File: src/verilog/nlc_pkg.sv
package nlc_pkg;

  // Raw ADC sample and corrected output width
  localparam int ADC_WIDTH = 21;

  // Working word used by the external converter, multiplier and adder
  localparam int WORD_WIDTH = 32;

  localparam int NUM_CHANNELS = 4;

  // Fifth-order correction polynomial
  localparam int POLY_ORDER = 5;
  localparam int NUM_TERMS = POLY_ORDER + 1;

  // Raw or corrected sample
  typedef logic [ADC_WIDTH-1:0] adc_t;

  // Working word, format is opaque to the controller
  typedef logic [WORD_WIDTH-1:0] word_t;

  // Channel index, wide enough for NUM_CHANNELS
  typedef logic [1:0] chan_t;

  // Coefficient index, counts POLY_ORDER down to 0
  typedef logic [2:0] term_t;

endpackage
File: src/verilog/nlc_top.sv
`timescale 1ns/1ps

module nlc_top
  import nlc_pkg::*;
(
  input  logic  adder_srdyo,
  input  logic  rst,
  input  logic  srdyi,
  input  adc_t  x_adc_in       [NUM_CHANNELS],
  input  word_t neg_mean_in    [NUM_CHANNELS],
  input  word_t recip_stdev_in [NUM_CHANNELS],
  input  word_t coeff_in       [NUM_CHANNELS][NUM_TERMS],
  output logic  srdyo,
  output adc_t  x_lin          [NUM_CHANNELS],
  output logic  conv_in_req,
  output adc_t  conv_in_operand,
  input  logic  conv_in_ack,
  input  word_t conv_in_result,
  output logic  mul_req,
  output word_t mul_a,
  output word_t mul_b,
  input  logic  mul_ack,
  input  word_t mul_result,
  output logic  add_req,
  output word_t add_a,
  output word_t add_b,
  input  logic  add_ack,
  input  word_t add_result,
  output logic  conv_out_req,
  output word_t conv_out_operand,
  input  logic  conv_out_ack,
  input  adc_t  conv_out_result
);

  logic  capture;
  chan_t rd_chan;
  term_t rd_term;
  word_t rd_neg_mean;
  word_t rd_recip_stdev;
  word_t rd_coeff;
  logic  wr_en;
  chan_t wr_chan;
  adc_t  wr_data;
  logic  issue_conv_in;
  logic  issue_mul;
  logic  issue_add;
  logic  issue_conv_out;
  logic  done_conv_in;
  logic  done_mul;
  logic  done_add;
  logic  done_conv_out;
  word_t res_conv_in;
  word_t res_mul;
  word_t res_add;
  word_t res_conv_out;

  // Final Horner sum stays in the adder link while it is converted back
  assign conv_out_operand = res_add;

  nlc_channel_bank nlc_channel_bank_inst (
    .adder_srdyo    (adder_srdyo),
    .rst            (rst),
    .capture        (capture),
    .x_adc_in       (x_adc_in),
    .neg_mean_in    (neg_mean_in),
    .recip_stdev_in (recip_stdev_in),
    .coeff_in       (coeff_in),
    .rd_chan        (rd_chan),
    .rd_term        (rd_term),
    .rd_sample      (conv_in_operand),
    .rd_neg_mean    (rd_neg_mean),
    .rd_recip_stdev (rd_recip_stdev),
    .rd_coeff       (rd_coeff),
    .wr_en          (wr_en),
    .wr_chan        (wr_chan),
    .wr_data        (wr_data),
    .x_lin          (x_lin)
  );

  nlc_sequencer nlc_sequencer_inst (
    .adder_srdyo    (adder_srdyo),
    .rst            (rst),
    .srdyi          (srdyi),
    .srdyo          (srdyo),
    .capture        (capture),
    .rd_chan        (rd_chan),
    .rd_term        (rd_term),
    .rd_sample      (conv_in_operand),
    .rd_neg_mean    (rd_neg_mean),
    .rd_recip_stdev (rd_recip_stdev),
    .rd_coeff       (rd_coeff),
    .wr_en          (wr_en),
    .wr_chan        (wr_chan),
    .wr_data        (wr_data),
    .issue_conv_in  (issue_conv_in),
    .issue_mul      (issue_mul),
    .issue_add      (issue_add),
    .issue_conv_out (issue_conv_out),
    .done_conv_in   (done_conv_in),
    .done_mul       (done_mul),
    .done_add       (done_add),
    .done_conv_out  (done_conv_out),
    .res_conv_in    (res_conv_in),
    .res_mul        (res_mul),
    .res_add        (res_add),
    .res_conv_out   (adc_t'(res_conv_out)),
    .mul_a          (mul_a),
    .mul_b          (mul_b),
    .add_a          (add_a),
    .add_b          (add_b)
  );

  nlc_op_link conv_in_link_inst (
    .adder_srdyo (adder_srdyo),
    .rst         (rst),
    .issue       (issue_conv_in),
    .req         (conv_in_req),
    .ack         (conv_in_ack),
    .result_in   (conv_in_result),
    .result      (res_conv_in),
    .done        (done_conv_in)
  );

  nlc_op_link mul_link_inst (
    .adder_srdyo (adder_srdyo),
    .rst         (rst),
    .issue       (issue_mul),
    .req         (mul_req),
    .ack         (mul_ack),
    .result_in   (mul_result),
    .result      (res_mul),
    .done        (done_mul)
  );

  nlc_op_link add_link_inst (
    .adder_srdyo (adder_srdyo),
    .rst         (rst),
    .issue       (issue_add),
    .req         (add_req),
    .ack         (add_ack),
    .result_in   (add_result),
    .result      (res_add),
    .done        (done_add)
  );

  // Sample result zero padded into the word-wide link
  nlc_op_link conv_out_link_inst (
    .adder_srdyo (adder_srdyo),
    .rst         (rst),
    .issue       (issue_conv_out),
    .req         (conv_out_req),
    .ack         (conv_out_ack),
    .result_in   (word_t'(conv_out_result)),
    .result      (res_conv_out),
    .done        (done_conv_out)
  );

endmodule

File: src/verilog/nlc_sequencer.sv
`timescale 1ns/1ps

module nlc_sequencer
  import nlc_pkg::*;
(
  input  logic  adder_srdyo,
  input  logic  rst,
  input  logic  srdyi,
  output logic  srdyo,
  output logic  capture,
  output chan_t rd_chan,
  output term_t rd_term,
  input  adc_t  rd_sample,
  input  word_t rd_neg_mean,
  input  word_t rd_recip_stdev,
  input  word_t rd_coeff,
  output logic  wr_en,
  output chan_t wr_chan,
  output adc_t  wr_data,
  output logic  issue_conv_in,
  output logic  issue_mul,
  output logic  issue_add,
  output logic  issue_conv_out,
  input  logic  done_conv_in,
  input  logic  done_mul,
  input  logic  done_add,
  input  logic  done_conv_out,
  input  word_t res_conv_in,
  input  word_t res_mul,
  input  word_t res_add,
  input  adc_t  res_conv_out,
  output word_t mul_a,
  output word_t mul_b,
  output word_t add_a,
  output word_t add_b
);

  typedef enum logic [2:0] {
    S_IDLE,
    S_CONVERT,
    S_CENTER,
    S_SCALE,
    S_POLY_MUL,
    S_POLY_ADD,
    S_CONVERT_BACK,
    S_FINISH
  } state_t;

  state_t state;
  chan_t  chan;
  term_t  term;
  word_t  norm;
  word_t  acc;

  assign srdyo   = (state == S_FINISH);
  assign capture = (state == S_IDLE) && srdyi;
  assign rd_chan = chan;
  assign rd_term = term;

  assign wr_en   = (state == S_CONVERT_BACK) && done_conv_out;
  assign wr_chan = chan;
  assign wr_data = res_conv_out;

  // Operands come from held link results, local registers or the bank
  always_comb begin
    add_a = res_conv_in;
    add_b = rd_neg_mean;
    mul_a = res_add;
    mul_b = rd_recip_stdev;
    if (state == S_POLY_ADD) begin
      add_a = res_mul;
      add_b = rd_coeff;
    end
    if (state == S_POLY_MUL) begin
      mul_a = acc;
      mul_b = norm;
    end
  end

  always_ff @(posedge adder_srdyo) begin
    if (rst) begin
      state          <= S_IDLE;
      chan           <= '0;
      term           <= term_t'(POLY_ORDER);
      issue_conv_in  <= 1'b0;
      issue_mul      <= 1'b0;
      issue_add      <= 1'b0;
      issue_conv_out <= 1'b0;
    end else begin
      issue_conv_in  <= 1'b0;
      issue_mul      <= 1'b0;
      issue_add      <= 1'b0;
      issue_conv_out <= 1'b0;
      case (state)
        S_IDLE: begin
          if (srdyi) begin
            chan          <= '0;
            term          <= term_t'(POLY_ORDER);
            issue_conv_in <= 1'b1;
            state         <= S_CONVERT;
          end
        end
        S_CONVERT: begin
          if (done_conv_in) begin
            issue_add <= 1'b1;
            state     <= S_CENTER;
          end
        end
        S_CENTER: begin
          if (done_add) begin
            issue_mul <= 1'b1;
            state     <= S_SCALE;
          end
        end
        S_SCALE: begin
          if (done_mul) begin
            issue_mul <= 1'b1;
            state     <= S_POLY_MUL;
          end
        end
        S_POLY_MUL: begin
          if (done_mul) begin
            term      <= term - term_t'(1);
            issue_add <= 1'b1;
            state     <= S_POLY_ADD;
          end
        end
        S_POLY_ADD: begin
          if (done_add) begin
            // Horner loop ends once c0 is added
            if (term == '0) begin
              issue_conv_out <= 1'b1;
              state          <= S_CONVERT_BACK;
            end else begin
              issue_mul <= 1'b1;
              state     <= S_POLY_MUL;
            end
          end
        end
        S_CONVERT_BACK: begin
          if (done_conv_out) begin
            if (chan == chan_t'(NUM_CHANNELS - 1)) begin
              state <= S_FINISH;
            end else begin
              chan          <= chan + chan_t'(1);
              term          <= term_t'(POLY_ORDER);
              issue_conv_in <= 1'b1;
              state         <= S_CONVERT;
            end
          end
        end
        S_FINISH: begin
          // Wait for the host to drop its request
          if (!srdyi) begin
            state <= S_IDLE;
          end
        end
        default: state <= S_IDLE;
      endcase
    end
  end

  // Normalized value and Horner accumulator starting from c5
  always_ff @(posedge adder_srdyo) begin
    if (state == S_SCALE && done_mul) begin
      norm <= res_mul;
      acc  <= rd_coeff;
    end
    if (state == S_POLY_ADD && done_add) begin
      acc <= res_add;
    end
  end

  a_one_issue: assert property (@(posedge adder_srdyo) disable iff (rst)
    $onehot0({issue_conv_in, issue_mul, issue_add, issue_conv_out}));

  // Bank sample feeds the input converter and must not move mid-request
  a_sample_stable: assert property (@(posedge adder_srdyo) disable iff (rst)
    state == S_CONVERT && !issue_conv_in |-> $stable(rd_sample));

endmodule

File: src/verilog/nlc_op_link.sv
`timescale 1ns/1ps

module nlc_op_link
  import nlc_pkg::*;
(
  input  logic  adder_srdyo,
  input  logic  rst,
  input  logic  issue,
  output logic  req,
  input  logic  ack,
  input  word_t result_in,
  output word_t result,
  output logic  done
);

  typedef enum logic [1:0] {
    L_IDLE,
    L_WAIT_HI,
    L_WAIT_LO
  } link_state_t;

  link_state_t state;

  // Four-phase handshake towards one arithmetic unit
  always_ff @(posedge adder_srdyo) begin
    if (rst) begin
      state <= L_IDLE;
      req   <= 1'b0;
      done  <= 1'b0;
    end else begin
      done <= 1'b0;
      case (state)
        L_IDLE: begin
          if (issue) begin
            req   <= 1'b1;
            state <= L_WAIT_HI;
          end
        end
        L_WAIT_HI: begin
          if (ack) begin
            req   <= 1'b0;
            state <= L_WAIT_LO;
          end
        end
        L_WAIT_LO: begin
          // Unit has released, operation is complete
          if (!ack) begin
            done  <= 1'b1;
            state <= L_IDLE;
          end
        end
        default: state <= L_IDLE;
      endcase
    end
  end

  // Result is valid with ack and held until the next issue
  always_ff @(posedge adder_srdyo) begin
    if (state == L_WAIT_HI && ack) begin
      result <= result_in;
    end
  end

  a_issue_in_idle: assert property (@(posedge adder_srdyo) disable iff (rst)
    issue |-> state == L_IDLE);

  a_req_held: assert property (@(posedge adder_srdyo) disable iff (rst)
    req && !ack |=> req);

endmodule

File: src/verilog/nlc_channel_bank.sv
`timescale 1ns/1ps

module nlc_channel_bank
  import nlc_pkg::*;
(
  input  logic  adder_srdyo,
  input  logic  rst,
  input  logic  capture,
  input  adc_t  x_adc_in       [NUM_CHANNELS],
  input  word_t neg_mean_in    [NUM_CHANNELS],
  input  word_t recip_stdev_in [NUM_CHANNELS],
  input  word_t coeff_in       [NUM_CHANNELS][NUM_TERMS],
  input  chan_t rd_chan,
  input  term_t rd_term,
  output adc_t  rd_sample,
  output word_t rd_neg_mean,
  output word_t rd_recip_stdev,
  output word_t rd_coeff,
  input  logic  wr_en,
  input  chan_t wr_chan,
  input  adc_t  wr_data,
  output adc_t  x_lin          [NUM_CHANNELS]
);

  adc_t  sample_q      [NUM_CHANNELS];
  word_t neg_mean_q    [NUM_CHANNELS];
  word_t recip_stdev_q [NUM_CHANNELS];
  word_t coeff_q       [NUM_CHANNELS][NUM_TERMS];

  // Host inputs are free to change once a run has started
  always_ff @(posedge adder_srdyo) begin
    if (capture) begin
      sample_q      <= x_adc_in;
      neg_mean_q    <= neg_mean_in;
      recip_stdev_q <= recip_stdev_in;
      coeff_q       <= coeff_in;
    end
  end

  // Selected channel for the sequencer
  assign rd_sample      = sample_q[rd_chan];
  assign rd_neg_mean    = neg_mean_q[rd_chan];
  assign rd_recip_stdev = recip_stdev_q[rd_chan];
  assign rd_coeff       = coeff_q[rd_chan][rd_term];

  // Corrected samples, held between runs
  always_ff @(posedge adder_srdyo) begin
    if (rst) begin
      x_lin <= '{default: '0};
    end else if (wr_en) begin
      x_lin[wr_chan] <= wr_data;
    end
  end

endmodule

File: config.mk
export PLATFORM = sky130hd
export DESIGN_NAME = nlc_top
export DESIGN_NICKNAME = d
export VERILOG_FILES = /design/src/verilog/nlc_pkg.sv /design/src/verilog/nlc_top.sv /design/src/verilog/nlc_sequencer.sv /design/src/verilog/nlc_op_link.sv /design/src/verilog/nlc_channel_bank.sv
export SDC_FILE = /design/constraint.sdc
export NUM_CORES = 1
export LEC_CHECK = 0
export ABC_AREA = 0
export ABC_CLOCK_PERIOD_IN_PS = 118700
export BUFFER_PORTS_ARGS = -buffer_cell sky130_fd_sc_hd__buf_2
export CORE_AREA = 2 2 586 588
export CTS_CLUSTER_DIAMETER = 60
export DETAILED_ROUTE_END_ITERATION = 10
export DIE_AREA = 0 0 588 590
export PLACE_DENSITY = 0.3
export SLEW_MARGIN = 10
export SYNTH_ARGS = -nofsm -noshare
export SYNTH_HDL_FRONTEND = slang
export SYNTH_SLANG_ARGS = --single-unit
File: constraint.sdc
create_clock -name adder_srdyo -period 118.7 [get_ports adder_srdyo]
set_clock_uncertainty 0.05 [all_clocks]
set_input_delay 5.935 -clock adder_srdyo [delete_from_list [all_inputs] [get_ports adder_srdyo]]
set_output_delay 5.935 -clock adder_srdyo [all_outputs]
set_load 0.01 [all_outputs]
==> impl_metrics.toml <==
[route]
post-route-drc-count = 0
vias_per_cell = 3.76
first_iter_violations = 2594
ant_nets = 0
vias = 34800
first_pass_iters = 6
wl_per_cell_um = 30.9
wirelength_um = 286000

[clocking]
cts-root-buf = "clkbuf_16"
tritoncts = "done"
clockBufferDepth = 4
post_cts_buffers = 0
clk_latency_ns = 0.93
cts_made_buffers = 209
cts_resized = 0
holdBufCountCts = 0
h-tree-depth = 4
cts_sinks = 1401
cts.clk_slew.worst_paths_ns = 0.06

[place]
detailed_place_hpwl_um = 222000
dp_slack_ns = 108.04
gp_congestion = 0.800
port-buffer-count = 1501

[logic_synthesis]
seq_area_frac_synth_pct = 77.1
synth.cell_area_mm2 = 0.0531
synth_flop_cell = "edfxtp_1"
synth_edf_count = 1289
synthesis.instances = 2800
syn_nets = 4038
synth-seq-cells = 1401
ys_types = 47
avgSynthCellArea_um2 = 19.0
yosys_warnings = 0
async_reset_ff_share_pct = 0

[sta]
worstMarginPinSlew_ns = 1.17
worst_hold_slack_ns = 0.390
maxSlewViolCount = 0
finalHoldViolCount = 0
finalCriticalPeriod_ns = 11.35
timing.final.ws_setup_ns = 107.35
max_freq_ghz = 0.0881
slew_headroom_pct = 22.0
rsz0062_at_grt = "false"
min_period_over_period_pct = 9.56
fin_tns_setup_ns = 0
setup_viol = 0

[critical_path]
crit_start = "nlc_sequencer_inst.rd_chan[0]$_SDFFE_PP0P_"
path_max_fanout = 48
cp.required_ns = 112.71
rr_worst_depth = 6
critPathCapture = "add_b[28]"
reg2reg_to = "nlc_sequencer_inst.acc[17]$_DFFE_PP_"
worstReg2RegStart = "nlc_sequencer_inst.rd_chan[0]$_SDFFE_PP0P_"
arrival_ns = 5.37
critical_path_class = "reg2out"
start_kind = "register"
end_kind = "primary output"
r2r_slack_ns = 113.97

[floorplan]
die_w_um = 588
core.rowCount = 215
die_h_um = 590
start_util_pct = 15.6
dieArea_mm2 = 0.347
ioPinCount = 1502
fp.coreArea_mm2 = 0.341

[pwr]
power.density_mw_per_mm2 = 17.7
ir_drop_uv = 12.7
finalPower_w = 0.00129
p_leak_nw = 25.4

[global_routing]
grt-ovfl-total = 0
grt_start_max_net_pins = 186
grt_pass1_vias = 35400
grtUsageTotal_pct = 15.9
grt_pass1_wl_um = 362000
antenna_found_initial = 368

[finish]
num-fill-cells = 36500
regArea_mm2 = 0.0410
final_common_cell = "buf_2"
layout_common_cells = "1500 x buf_2, 1289 x edfxtp_1, 262 x mux2i_1"
layout.nets = 5652
multiInputGateArea_mm2 = 0.0113
synthToLayoutAreaGrowth_pct = 37.8
final_core_util_pct = 21.4
drive_above_1_share_pct = 46.5

[min_path]
min_path_type = "reg2reg"

[flow_run]
maxCapViolations = 0

[outcome]
outcome = "complete, no violations"
## final cells by class
| class | instances | share of cell area [%] |
|---|---|---|
| flip-flops and latches | 1401 | 56.0 |
| multi-input cells | 1225 | 15.4 |
| repair buffers | 1563 | 11.0 |
| well taps | 4557 | 7.80 |
| clock buffers | 257 | 7.67 |
| clock inverters | 128 | 1.71 |
| diodes | 97 | 0.332 |
| inverters | 14 | 0.0719 |
## cell families (layout without fill, tap and decap cells)
| kind of cell | after synthesis | count (layout) | share of synthesized area (%) |
|---|---|---|---|
| flip-flops | 1401 | 1401 | 77.1 |
| multiplexers | 508 | 508 | 13.3 |
| AO/OA/AOI/OAI | 376 | 376 | 4.69 |
| AND/OR/NAND/NOR | 331 | 331 | 2.70 |
| buffers and inverters | 174 | 1962 | 1.93 |
| adder cells (fa/ha/maj) | 6 | 6 | 0.141 |
| XOR/XNOR | 4 | 4 | 0.0660 |
| other | 0 | 97 | 0 |
## Yosys cell counts (all sizes together), types with 6 or more instances
cell type     n  area, um2
nand3        35        175
clkbuf       78        293
mux2         96       1080
o21ai        12       60.1
nand2       177        664
mux4        150       3380
ha            6       75.1
inv          14       52.6
dfxtp       112       2240
nor3         14       75.1
a31oi       100        626
buf          82        677
edfxtp     1289      38700
mux2i       262       2620
nor2b         7       43.8
nor2         70        263
a21oi        93        465
a22o         32        280
a22oi       128        961
## worst min path at each step
stage / from / endpoint / depth (start not counted) / slack, ns
detailed placement: mul_link_inst.result[14]$_DFFE_PP_ / nlc_sequencer_inst.norm[14]$_DFFE_PP_ / 0 / 0.38
global placement: mul_link_inst.result[14]$_DFFE_PP_ / nlc_sequencer_inst.norm[14]$_DFFE_PP_ / 0 / 0.38
CTS: mul_link_inst.result[7]$_DFFE_PP_ / nlc_sequencer_inst.norm[7]$_DFFE_PP_ / 0 / 0.39
global route: mul_link_inst.result[14]$_DFFE_PP_ / nlc_sequencer_inst.norm[14]$_DFFE_PP_ / 0 / 0.40
finish: mul_link_inst.result[7]$_DFFE_PP_ / nlc_sequencer_inst.norm[7]$_DFFE_PP_ / 0 / 0.39
floorplan: mul_link_inst.result[0]$_DFFE_PP_ / nlc_sequencer_inst.norm[0]$_DFFE_PP_ / 0 / 0.37
## worst max-delay path, cell delays in order, from the launching register on
cell and delay [ns]:
dfxtp_4 0.67, buf_4 0.83, buf_4 0.71, mux4_2 0.58
a22o_1 0.25, a31oi_2 0.82, a31oi_1 0.33, buf_2 0.24
## per-stage QoR
step	cell area [um2]	cells
global placement	66000	8760
floorplan	53100	2800
global route	73000	9174
finish	73100	9242
detailed placement	66000	8760
CTS	72900	9145
## routing by layer
| metal | part of all wire, % | vias up | track usage, % |
|---|---|---|---|
| li1 | - | 14700 | - |
| met1 | 40 | 17300 | 18.8 |
| met2 | 49 | 1826 | 27.2 |
| met3 | 8.0 | 764 | 5.27 |
| met4 | 3.3 | 148 | 4.44 |
| met5 | 0.34 | - | 0 |
## power breakdown
group / leakage, nW / internal [W] / total [W] / switching, W
Combinational: 8.98 / 0.0000299 / 0.0000836 / 0.0000537
Clock: 3.33 / 0.000369 / 0.000622 / 0.000253
Sequential: 13.1 / 0.000576 / 0.000587 / 0.0000104
Total: 25.4 / 0.000975 / 0.00129 / 0.000317
## state kept, by name, indices dropped and copies added (netlist names), 2 cells and up
name                                 flops
nlc_channel_bank_inst.recip_stdev_q    128
mul_link_inst.result                    32
add_link_inst.result                    32
mul_link_inst.state                      2
conv_out_link_inst.result               21
conv_in_link_inst.result                32
nlc_sequencer_inst.norm                 32
add_link_inst.state                      2
nlc_channel_bank_inst.x_lin             84
nlc_sequencer_inst.rd_chan               2
conv_out_link_inst.state                 2
nlc_channel_bank_inst.sample_q          84
nlc_sequencer_inst.rd_term               3
nlc_channel_bank_inst.coeff_q          768
nlc_channel_bank_inst.neg_mean_q       128
conv_in_link_inst.state                  2
nlc_sequencer_inst.state                 3
nlc_sequencer_inst.acc                  32
Note: power is estimated with default switching activity, not from simulation.
